===== config.mk =====
export PLATFORM = sky130hd
export DESIGN_NAME = grad_engine_top
export DESIGN_NICKNAME = d
export VERILOG_FILES = /design/src/design/gi_pkg.sv /design/src/design/pixel_fetch.sv /design/src/design/window_gen.sv /design/src/design/grad_calc.sv /design/src/design/gi_ctrl_regs.sv /design/src/design/grad_engine_top.sv
export SDC_FILE = /design/constraint.sdc
export NUM_CORES = 1
export LEC_CHECK = 0
export ABC_AREA = 1
export BUFFER_PORTS_ARGS = -buffer_cell sky130_fd_sc_hd__buf_2
export CAP_MARGIN = 20
export CELL_PAD_IN_SITES_DETAIL_PLACEMENT = 0
export CELL_PAD_IN_SITES_GLOBAL_PLACEMENT = 1
export CORE_MARGIN = 3
export CORE_UTILIZATION = 30
export CTS_CLUSTER_SIZE = 25
export DETAILED_ROUTE_END_ITERATION = 8
export PLACE_DENSITY_LB_ADDON = 0.1
export SYNTH_ARGS = -nofsm -noshare
export SYNTH_HDL_FRONTEND = slang
export SYNTH_SLANG_ARGS = --single-unit

===== constraint.sdc =====
create_clock -name clk -period 110.4 [get_ports clk]
set_clock_uncertainty 0.1 [all_clocks]
set_input_delay 5.52 -clock clk [delete_from_list [all_inputs] [get_ports clk]]
set_output_delay 5.52 -clock clk [all_outputs]
set_load 0.02 [all_outputs]

===== src/design/gi_pkg.sv =====
package gi_pkg;

    // ----------------------------------------------------------------------
    // scalar types
    // ----------------------------------------------------------------------
    typedef logic [7:0] pixel_t;

    // one gradient component, range -255 .. 255
    typedef logic signed [9:0] grad_comp_t;

    // gradient memory word, gx in [19:10], gy in [9:0]
    typedef logic [19:0] grad_t;

    // covers a 256 x 256 frame
    typedef logic [15:0] addr_t;

    typedef logic [7:0] coord_t;

    // ----------------------------------------------------------------------
    // stream beats
    // ----------------------------------------------------------------------
    // fetch -> window, y is the fetch row and runs one past the image
    typedef struct packed {
        pixel_t pix;
        coord_t x;
        coord_t y;
    } pix_beat_s;

    // window -> calculator
    typedef struct packed {
        pixel_t cur;
        pixel_t right;
        pixel_t lower;
        addr_t  addr;
    } win_beat_s;

    // gradient memory write request
    typedef struct packed {
        addr_t addr;
        grad_t data;
    } grad_wr_s;

    typedef enum logic [1:0] {
        ctrl_idle,
        ctrl_run,
        ctrl_finish
    } ctrl_state_e;

endpackage


===== src/design/pixel_fetch.sv =====
`timescale 1ns/1ps

module pixel_fetch import gi_pkg::*; #(
    parameter int IMG_W = 256,
    parameter int IMG_H = 256
) (
    input  logic      clk,
    input  logic      reset,
    input  logic      frame_start,
    output logic      img_rd,
    output addr_t     img_addr,
    input  pixel_t    img_di,
    output logic      pix_valid,
    input  logic      pix_ready,
    output pix_beat_s pix_beat
);

    // row counter has to reach IMG_H for the replayed row
    localparam int ROW_W = $clog2(IMG_H + 1);

    logic             active_q;
    coord_t           x_q;
    logic [ROW_W-1:0] row_q;
    logic [ROW_W-1:0] row_mem;
    logic             last_x;
    logic             last_row;

    // read in flight and its tag
    logic             pend_q;
    coord_t           tag_x_q;
    coord_t           tag_y_q;

    // two-entry output buffer
    pix_beat_s        buf_q [2];
    logic             wr_ptr_q;
    logic             rd_ptr_q;
    logic [1:0]       cnt_q;
    logic             pop;
    logic [2:0]       occ_next;

    // ----------------------------------------------------------------------
    // read issue
    // ----------------------------------------------------------------------
    assign last_x   = (x_q == coord_t'(IMG_W - 1));
    assign last_row = (row_q == ROW_W'(IMG_H));
    assign row_mem  = last_row ? ROW_W'(IMG_H - 1) : row_q;

    assign pop      = pix_valid && pix_ready;
    assign occ_next = 3'(cnt_q) + 3'(pend_q) - 3'(pop);

    // the answer lands next cycle, so leave one slot free for it
    assign img_rd   = active_q && (occ_next < 3'd2);
    assign img_addr = addr_t'(row_mem) * addr_t'(IMG_W) + addr_t'(x_q);

    always_ff @(posedge clk) begin
        if (reset) begin
            active_q <= 1'b0;
            x_q      <= '0;
            row_q    <= '0;
            pend_q   <= 1'b0;
        end else begin
            pend_q <= img_rd;
            if (frame_start) begin
                active_q <= 1'b1;
                x_q      <= '0;
                row_q    <= '0;
            end else if (img_rd) begin
                if (last_x) begin
                    x_q   <= '0;
                    row_q <= row_q + 1'b1;
                    if (last_row) begin
                        active_q <= 1'b0;
                    end
                end else begin
                    x_q <= x_q + 1'b1;
                end
            end
        end
    end

    always_ff @(posedge clk) begin
        if (img_rd) begin
            tag_x_q <= x_q;
            tag_y_q <= coord_t'(row_q);
        end
    end

    // ----------------------------------------------------------------------
    // capture buffer
    // ----------------------------------------------------------------------
    assign pix_valid = (cnt_q != 2'd0);
    assign pix_beat  = buf_q[rd_ptr_q];

    always_ff @(posedge clk) begin
        if (reset) begin
            wr_ptr_q <= 1'b0;
            rd_ptr_q <= 1'b0;
            cnt_q    <= 2'd0;
        end else begin
            if (pend_q) begin
                wr_ptr_q <= ~wr_ptr_q;
            end
            if (pop) begin
                rd_ptr_q <= ~rd_ptr_q;
            end
            cnt_q <= occ_next[1:0];
        end
    end

    always_ff @(posedge clk) begin
        if (pend_q) begin
            buf_q[wr_ptr_q] <= '{pix: img_di, x: tag_x_q, y: tag_y_q};
        end
    end

endmodule


===== src/design/window_gen.sv =====
`timescale 1ns/1ps

module window_gen import gi_pkg::*; #(
    parameter int IMG_W = 256
) (
    input  logic      clk,
    input  logic      reset,
    input  logic      pix_valid,
    output logic      pix_ready,
    input  pix_beat_s pix_beat,
    output logic      win_valid,
    input  logic      win_ready,
    output win_beat_s win_beat
);

    // line_q[k] holds the pixel accepted k beats ago
    pixel_t    line_q [1:IMG_W];
    logic      accept;
    logic      emit;
    logic      last_col;
    coord_t    row_above;
    win_beat_s win_next;
    logic      win_valid_q;
    win_beat_s win_beat_q;

    assign pix_ready = !win_valid_q || win_ready;
    assign accept    = pix_valid && pix_ready;

    // row 0 only fills the line
    assign emit      = accept && (pix_beat.y != '0);
    assign last_col  = (pix_beat.x == coord_t'(IMG_W - 1));
    assign row_above = pix_beat.y - coord_t'(1);

    // ----------------------------------------------------------------------
    // window for column x of the row above the incoming pixel
    // ----------------------------------------------------------------------
    always_comb begin
        win_next.cur   = line_q[IMG_W];
        // replicate the edge pixel past the last column
        win_next.right = last_col ? line_q[IMG_W] : line_q[IMG_W - 1];
        win_next.lower = pix_beat.pix;
        win_next.addr  = addr_t'(row_above) * addr_t'(IMG_W) + addr_t'(pix_beat.x);
    end

    always_ff @(posedge clk) begin
        if (accept) begin
            line_q[1] <= pix_beat.pix;
            for (int i = 2; i <= IMG_W; i++) begin
                line_q[i] <= line_q[i - 1];
            end
        end
    end

    // ----------------------------------------------------------------------
    // output stage
    // ----------------------------------------------------------------------
    always_ff @(posedge clk) begin
        if (reset) begin
            win_valid_q <= 1'b0;
        end else if (emit) begin
            win_valid_q <= 1'b1;
        end else if (win_ready) begin
            win_valid_q <= 1'b0;
        end
    end

    always_ff @(posedge clk) begin
        if (emit) begin
            win_beat_q <= win_next;
        end
    end

    assign win_valid = win_valid_q;
    assign win_beat  = win_beat_q;

endmodule


===== src/design/grad_calc.sv =====
`timescale 1ns/1ps

module grad_calc import gi_pkg::*; (
    input  logic      clk,
    input  logic      reset,
    input  logic      win_valid,
    output logic      win_ready,
    input  win_beat_s win_beat,
    output logic      grad_wr,
    input  logic      grad_ready,
    output grad_wr_s  grad_req,
    output logic      wr_fire
);

    grad_comp_t gx;
    grad_comp_t gy;
    grad_wr_s   req_next;
    logic       load;
    logic       req_valid_q;
    grad_wr_s   req_q;

    // ----------------------------------------------------------------------
    // differences on zero-extended pixels
    // ----------------------------------------------------------------------
    assign gx = grad_comp_t'({2'b00, win_beat.right}) - grad_comp_t'({2'b00, win_beat.cur});
    assign gy = grad_comp_t'({2'b00, win_beat.lower}) - grad_comp_t'({2'b00, win_beat.cur});

    always_comb begin
        req_next.addr = win_beat.addr;
        req_next.data = {gx, gy};
    end

    // ----------------------------------------------------------------------
    // write request register
    // ----------------------------------------------------------------------
    // moves only when empty or draining this cycle
    assign win_ready = !req_valid_q || grad_ready;
    assign load      = win_valid && win_ready;

    always_ff @(posedge clk) begin
        if (reset) begin
            req_valid_q <= 1'b0;
        end else if (load) begin
            req_valid_q <= 1'b1;
        end else if (grad_ready) begin
            req_valid_q <= 1'b0;
        end
    end

    always_ff @(posedge clk) begin
        if (load) begin
            req_q <= req_next;
        end
    end

    assign grad_wr  = req_valid_q;
    assign grad_req = req_q;
    assign wr_fire  = req_valid_q && grad_ready;

endmodule


===== src/design/gi_ctrl_regs.sv =====
`timescale 1ns/1ps

module gi_ctrl_regs import gi_pkg::*; #(
    parameter int IMG_W = 256,
    parameter int IMG_H = 256
) (
    input  logic clk,
    input  logic reset,
    input  logic cmd_valid,
    output logic cmd_ready,
    input  logic wr_fire,
    output logic frame_start,
    output logic busy,
    output logic done
);

    localparam int FRAME_WORDS = IMG_W * IMG_H;

    ctrl_state_e state_q;
    addr_t       wr_cnt_q;
    logic        last_wr;

    // commands are taken only between frames
    assign cmd_ready   = (state_q == ctrl_idle);
    assign frame_start = cmd_valid && cmd_ready;
    assign busy        = (state_q != ctrl_idle);
    assign done        = (state_q == ctrl_finish);

    assign last_wr = wr_fire && (wr_cnt_q == addr_t'(FRAME_WORDS - 1));

    // ----------------------------------------------------------------------
    // frame FSM and accepted-write count
    // ----------------------------------------------------------------------
    always_ff @(posedge clk) begin
        if (reset) begin
            state_q  <= ctrl_idle;
            wr_cnt_q <= '0;
        end else begin
            case (state_q)
                ctrl_idle: begin
                    if (frame_start) begin
                        state_q  <= ctrl_run;
                        wr_cnt_q <= '0;
                    end
                end
                ctrl_run: begin
                    if (wr_fire) begin
                        wr_cnt_q <= wr_cnt_q + 1'b1;
                    end
                    if (last_wr) begin
                        state_q <= ctrl_finish;
                    end
                end
                // one-cycle done pulse
                default: begin
                    state_q <= ctrl_idle;
                end
            endcase
        end
    end

endmodule


===== src/design/grad_engine_top.sv =====
`timescale 1ns/1ps

module grad_engine_top import gi_pkg::*; #(
    parameter int IMG_W = 256,
    parameter int IMG_H = 256
) (
    input  logic     clk,
    input  logic     reset,
    input  logic     cmd_valid,
    output logic     cmd_ready,
    output logic     img_rd,
    output addr_t    img_addr,
    input  pixel_t   img_di,
    output logic     grad_wr,
    input  logic     grad_ready,
    output grad_wr_s grad_req,
    output logic     busy,
    output logic     done
);

    logic      frame_start;
    logic      wr_fire;

    logic      pix_valid;
    logic      pix_ready;
    pix_beat_s pix_beat;

    logic      win_valid;
    logic      win_ready;
    win_beat_s win_beat;

    // ----------------------------------------------------------------------
    // control
    // ----------------------------------------------------------------------
    gi_ctrl_regs #(
        .IMG_W(IMG_W),
        .IMG_H(IMG_H)
    ) u_ctrl (
        .clk        (clk),
        .reset      (reset),
        .cmd_valid  (cmd_valid),
        .cmd_ready  (cmd_ready),
        .wr_fire    (wr_fire),
        .frame_start(frame_start),
        .busy       (busy),
        .done       (done)
    );

    // ----------------------------------------------------------------------
    // datapath: fetch -> window -> difference
    // ----------------------------------------------------------------------
    pixel_fetch #(
        .IMG_W(IMG_W),
        .IMG_H(IMG_H)
    ) u_fetch (
        .clk        (clk),
        .reset      (reset),
        .frame_start(frame_start),
        .img_rd     (img_rd),
        .img_addr   (img_addr),
        .img_di     (img_di),
        .pix_valid  (pix_valid),
        .pix_ready  (pix_ready),
        .pix_beat   (pix_beat)
    );

    window_gen #(
        .IMG_W(IMG_W)
    ) u_window (
        .clk      (clk),
        .reset    (reset),
        .pix_valid(pix_valid),
        .pix_ready(pix_ready),
        .pix_beat (pix_beat),
        .win_valid(win_valid),
        .win_ready(win_ready),
        .win_beat (win_beat)
    );

    grad_calc u_calc (
        .clk       (clk),
        .reset     (reset),
        .win_valid (win_valid),
        .win_ready (win_ready),
        .win_beat  (win_beat),
        .grad_wr   (grad_wr),
        .grad_ready(grad_ready),
        .grad_req  (grad_req),
        .wr_fire   (wr_fire)
    );

endmodule


==> results of run 1 <==
cell type report:
| type | count | area [sq um] | area share |
|---|---|---|---|
| tap | 3009 | 3760 | 0.0466 |
| sequential | 2230 | 66500 | 0.823 |
| clock buffer | 279 | 5940 | 0.0734 |
| timing repair buffer | 96 | 673 | 0.00832 |
| antenna | 2 | 5.00 | 0.0000619 |
| multi-input combinational | 416 | 2220 | 0.0275 |
| clock inverter | 138 | 1420 | 0.0176 |
| inverter | 81 | 319 | 0.00395 |
logic make-up after synthesis:
kind of cell,count (synthesis),share of synthesized area
buffers and inverters,92,0.00572
xor gates and xnor gates,21,0.00266
adders and majority gates,27,0.00521
and+or+nand+nor,297,0.0186
AOI/OAI and AO/OA,71,0.00548
DFF,2230,0.962
path summary, 6_finish.rpt:
check,endpoint,startpoint,cells past startpoint
setup / recovery,img_rd,grad_ready,13
hold / removal,u_window.line_q[0][478]$_DFFE_PP_,u_window.line_q[0][470]$_DFFE_PP_,0
setup reg to reg,u_window.line_q[0][1388]$_DFFE_PP_,u_calc.grad_wr$_SDFFE_PP0P_,9
hold reg to reg,u_window.line_q[0][478]$_DFFE_PP_,u_window.line_q[0][470]$_DFFE_PP_,0
power by group:
part | internal, mW | switching (mW) | leakage, nW
sequential | 1.14 | 0.0299 | 16.2
combinational | 0.0208 | 0.183 | 1.90
clock | 0.432 | 0.315 | 3.58
total | 1.59 | 0.529 | 21.6
layer usage:
metal | routed length, microns | track usage
met2 | 42300 | 0.116
met5 | 0 | 0
met1 | 50200 | 0.123
met3 | 4430 | 0.0228
met4 | 2850 | 0.0319
synthesized netlist by cell type, drive strengths merged, types with 3 or more instances:
master / instances / share of area
nand4: 10 / 0.00091
inv: 81 / 0.0045
ha: 24 / 0.0043
fa: 3 / 0.00087
nor3: 14 / 0.0013
edfxtp: 2186 / 0.95
xor2: 16 / 0.0020
dfxtp: 44 / 0.013
a31oi: 3 / 0.00027
a21o: 3 / 0.00033
nand2: 170 / 0.0094
o21ai: 22 / 0.0016
and2: 4 / 0.00043
nor2: 62 / 0.0037
nand3: 33 / 0.0024
xnor2: 5 / 0.00063
a21oi: 38 / 0.0028
buf: 9 / 0.0011
placed cells by master, fill, tap and decap left out, drive strengths merged, types with 3 or more instances in the layout:
| cell type | instances |
|---|---|
| o21ai | 22 |
| a31oi | 3 |
| dfxtp | 44 |
| buf | 96 |
| fa | 3 |
| clkinv | 104 |
| ha | 24 |
| nor2 | 62 |
| clkinvlp | 5 |
| inv | 89 |
| xnor2 | 5 |
| and2 | 4 |
| edfxtp | 2186 |
| bufinv | 21 |
| nor3 | 14 |
| nand2 | 170 |
| a21oi | 38 |
| nand3 | 33 |
| a21o | 3 |
| clkbuf | 279 |
| nand4 | 10 |
| xor2 | 16 |
critical path, cell delays in order:
cell and delay [ns]:
buf_2 0.10, inv_1 0.09, nand3_1 0.11, o21ai_0 0.23
inv_8 0.55, ha_1 0.35, inv_1 0.07, ha_1 0.16
fa_1 0.43, inv_1 0.09, nand3_1 0.12, nor2_4 0.59
buf_2 0.29
flip-flops by register name, summed over array words and instances, names as in the netlist, 2 cells and up, named ones only:
register / flops
u_calc.grad_req: 34
u_ctrl.state_q: 2
u_ctrl.wr_cnt_q: 16
u_fetch.buf_q: 48
u_fetch.cnt_q: 2
u_fetch.row_q: 9
u_fetch.tag_x_q: 8
u_fetch.tag_y_q: 8
u_fetch.x_q: 8
u_window.line_q: 2048
u_window.win_beat: 40
metrics by stage:
step                      total power, mW  utilization  setup WS [ns]  cell area [sq um]
after CTS                            2.17        0.354          95.90              80800
after detailed placement             1.40        0.322          95.92              73400
after global routing                 2.23        0.354          95.71              80900
after global placement               1.39        0.321          95.93              73400
after floorplan                      2.03            -          53.29              69100
final                                2.12        0.354          96.07              80900
==> qor.csv, run 1 <==
stage,metric,value,unit
status,status,completed,
cells_and_area,area growth from synthesis to layout,17.0,%
logic_synthesis,Post-synth EDFFs,2186,
logic_synthesis,Syn Area/Cell,25.2,sq um
global_routing,Total GRT Usage,0.0829,
timing,Max Fclk,0.0698,GHz
logic_synthesis,Syn Inst Count,2738,
route,vias post-DR,25072,
cts,CTS max path bufs,3,
floorplan,die area,236000,sq um
cells_and_area,share of cells above drive strength 1,0.133,
setup_path,Critical Path Source Type,input port,
cts,worst skew pair latency,0.83,ns
setup_path,critical path endpoint category,primary output,
floorplan,Initial Util,0.303,
floorplan,Chip Width,486,microns
power,leakage power,21.6,nW
global_routing,antenna violations before repair,6,
global_routing,total congestion overflow,0,
setup_path,crit path kind,in2out,
route,ANT nets after route,0,
route,WL/cell,16.0,microns
timing,actual slew at the worst max-slew pin,1.01,ns
cts,post_cts resized,0,
route,DRC Markers,0,
timing,Final Setup Violations,0,
setup_path,reg2reg setup slack,103.52,ns
cts,clock slew at reported path FFs,0.06,ns
cts,hold buffer count at cts,0,
timing,minimum clock period,14.33,ns
route,Iteration-0 DRC Markers,2221,
logic_synthesis,ys flop type,edfxtp_1,
global_routing,first-pass GRT wire length,155000,microns
timing,Max-slew headroom,0.325,
floorplan,Rows,175,
global_routing,vias in the first global route,25491,
logic_synthesis,Mapped Nets,2777,
cells_and_area,layout net count,3094,
cts,clock root buffer,clkbuf_16,
cells_and_area,Fill cells,20772,
power,PwrDens,26.2,nW/um^2
logic_synthesis,"FFs w/ async S/R, synth",0,
timing,setup_tns,0,ns
route,First-pass DRT Iterations,5,
timing,Max Slew Vio Count,0,
cts,Post-CTS Setup Bufs,0,
route,Routed WL,99800,microns
placement,hpwl dp,47100,microns
cts,clock sinks,2230,
timing,RSZ-0062 raised after global routing,false,
route,Via-to-Cell Ratio,4.01,
setup_path,Crit path required time,104.78,ns
timing,Fin Hold WS,0.273,ns
setup_path,CP Max Fanout,111,
global_routing,pin count of the biggest net entering global routing,185,
floorplan,Core Box Area,228000,sq um
timing,"Hold Vio Cnt, Final",0,
hold_path,min-delay worst type,reg2reg,
setup_path,Critical Path AT,8.71,ns
timing,Final period util,0.130,
placement,PortBufs,68,
logic_synthesis,register area share after synthesis,0.962,
logic_synthesis,Synth Register Bits,2230,
run,MaxCap Viol Count,0,
logic_synthesis,Yosys Warn Count,0,
cells_and_area,final cell count without fillers,6251,
floorplan,Die Y,486,microns
cts,H-tree lvl count,4,
logic_synthesis,"Distinct cells, synth",38,
placement,Final GP Congestion,0.702,
logic_synthesis,Post-Synthesis Cell Area,69100,sq um
power,worst vdd ir,0.0207,mV
placement,placed cells,5829,
cts,TritonCTS clock tree,done,
cts,CTS Buf Count,230,
floorplan,I/O pin cnt,69,
Note: power is estimated with default switching activity, not from simulation.
==> run 2, diff against run 1 <==
- clock period: 110.4 -> 14.1 ns (I/O delays scaled with it)
==> run 2 against run 1 <==
Net effect:
- combinational power rose to 7.9 times the previous value
- count of clock-buffer cells in the layout is 9 higher
- power rose to 7.8 times the previous value
- highest routed layer unchanged
- final cell count rose by 0.37%
- global-route usage rose by 0.19 points
- first-iteration DRC count up 4.9%
- setup slack got worse by 87 ns
- via count is 0.44% higher
- largest power group unchanged
- cell area up 0.15%
- critical path depth shrank 2
==> qor.csv, run 2 (same netlist as run 1, synthesis figures left out) <==
stage,metric,value,unit
cts,worst skew pair latency,0.82,ns
floorplan,Chip Width,486,microns
cts,TritonCTS clock tree,done,
timing,Max-slew headroom,0.240,
cts,CTS max path bufs,3,
global_routing,Total GRT Usage,0.0849,
cells_and_area,fin util,0.355,
placement,hpwl dp,48600,microns
global_routing,vias in the first global route,25820,
power,leakage power,21.7,nW
setup_path,cell depth of the worst flop-to-flop path,7,
route,ANT nets after route,0,
cts,CTS Buf Count,233,
floorplan,Core Box Area,228000,sq um
cells_and_area,number of flip-flops in the largest register,2048,
route,WL/cell,16.2,microns
global_routing,first-pass GRT wire length,158000,microns
setup_path,CP Max Fanout,35,
route,Routed WL,102000,microns
cells_and_area,area growth from synthesis to layout,17.2,%
global_routing,antenna violations before repair,2,
cts,clock sinks,2230,
timing,Final Setup Violations,0,
timing,setup_tns,0,ns
placement,PortBufs,68,
cells_and_area,Fill cells,20815,
route,vias post-DR,25182,
setup_path,reg-to-reg startpoint,u_calc.grad_wr$_SDFFE_PP0P_,
timing,RSZ-0062 raised after global routing,false,
cells_and_area,layout net count,3104,
floorplan,Initial Util,0.303,
route,Via-to-Cell Ratio,4.01,
run,MaxCap Viol Count,0,
route,Iteration-0 DRC Markers,2329,
global_routing,total congestion overflow,0,
hold_path,Hold Path End,u_calc.grad_wr$_SDFFE_PP0P_,
timing,Final period util,0.379,
hold_path,WHS Path Cells,4,
placement,Place WS,8.53,ns
floorplan,I/O pin cnt,69,
timing,minimum clock period,5.35,ns
setup_path,reg2reg setup slack,9.12,ns
power,worst vdd ir,0.188,mV
route,First-pass DRT Iterations,5,
cts,clock slew at reported path FFs,0.06,ns
setup_path,Crit Reg-Reg Endpoint,u_window.line_q[0][1155]$_DFFE_PP_,
cells_and_area,most frequent cells in the layout,"edfxtp_1 (2186), clkbuf_16 (234), nand2_1 (165)",
cts,post_cts resized,0,
timing,Final WS setup,8.75,ns
floorplan,Die Y,486,microns
timing,Max Fclk,0.187,GHz
setup_path,critical path endpoint category,primary output,
floorplan,Rows,175,
setup_path,crit path kind,reg2out,
setup_path,Critical Path AT,4.55,ns
status,status,completed,
cells_and_area,Storage cell area,66500,sq um
cts,H-tree lvl count,4,
timing,Max Slew Vio Count,0,
cells_and_area,share of cells above drive strength 1,0.137,
power,final total power,16.6,mW
global_routing,pin count of the biggest net entering global routing,194,
placement,Final GP Congestion,0.703,
cells_and_area,Largest Register,u_window.line_q,
setup_path,Crit path required time,13.30,ns
cells_and_area,"commonest non-fill, non-tap cell in the layout",edfxtp_1,
timing,"Hold Vio Cnt, Final",0,
hold_path,min-delay worst type,in2reg,
cts,Post-CTS Setup Bufs,0,
cts,clock root buffer,clkbuf_16,
route,DRC Markers,0,
setup_path,Critical Path Source Type,flip-flop,
timing,Fin Hold WS,0.148,ns
cells_and_area,Multi-input gate area,2270,sq um
hold_path,HP Start,grad_ready,
floorplan,die area,236000,sq um
power,PwrDens,205,nW/um^2
timing,actual slew at the worst max-slew pin,1.14,ns
[run 2: cell types whose count changed in the layout (fill, tap and decap cells not counted), sizes merged]
cell,previous run,this run
buf,96,95
bufinv,21,16
clkbuf,279,288
clkinv,104,114
clkinvlp,5,3
dlygate4sd3,0,8
inv,89,93
[run 2: final cells by class]
class,instances,share of cell area
flip-flops and latches,2230,0.821
clock buffers,288,0.0750
well taps,3009,0.0465
multi-input cells,416,0.0280
clock inverters,145,0.0159
repair buffers,103,0.00911
inverters,81,0.00405
diodes,2,0.0000618
[run 2: what timing repair did]
action,CTS,global route
endpoints found under the setup margin,0,0
hold buffers,8,0
hold endpoints to repair,16,0
[run 2: power by group]
group	switching, mW	internal (mW)	leakage [nW]
Combinational	1.44	0.165	1.93
Clock	2.49	3.35	3.60
Sequential	0.228	8.92	16.2
[run 2: routing by layer]
metal,up-vias,track usage,routed length [microns]
met4,0,0.0357,3360
met2,409,0.120,43900
met5,-,0,0
met3,273,0.0223,4400
met1,13055,0.123,50100
li1,11445,-,-
[run 2: how the worst max path moves through the flow]
stage / cells past startpoint / slack, ns / endpoint / startpoint
2_1_floorplan: 11 / -20.85 / img_rd / grad_ready
3_3_place_gp: 9 / 8.74 / u_window.line_q[0][1155]$_DFFE_PP_ / grad_ready
3_5_place_dp: 9 / 8.53 / u_window.line_q[0][1179]$_DFFE_PP_ / grad_ready
4_1_cts: 11 / 8.54 / img_rd / u_calc.grad_wr$_SDFFE_PP0P_
5_1_grt: 11 / 8.36 / img_rd / u_calc.grad_wr$_SDFFE_PP0P_
6_report: 11 / 8.75 / img_rd / u_calc.grad_wr$_SDFFE_PP0P_
[run 2: critical path, cell delays in order, from the launching register on]
cell	delay (ns)
dfxtp_1	0.48
nand3_4	0.14
o21ai_2	0.10
clkinvlp_4	0.62
ha_1	0.56
inv_1	0.04
ha_2	0.18
fa_1	0.47
inv_1	0.11
nand3_2	0.09
nor2_4	0.61
buf_2	0.31
[run 2: metrics by stage]
| step | std cells | instance area (sq um) |
|---|---|---|
| floorplan | 2738 | 69200 |
| global placement | 5829 | 73500 |
| detailed placement | 5829 | 73500 |
| CTS | 6270 | 80900 |
| global route | 6273 | 81000 |
| finish | 6274 | 81000 |
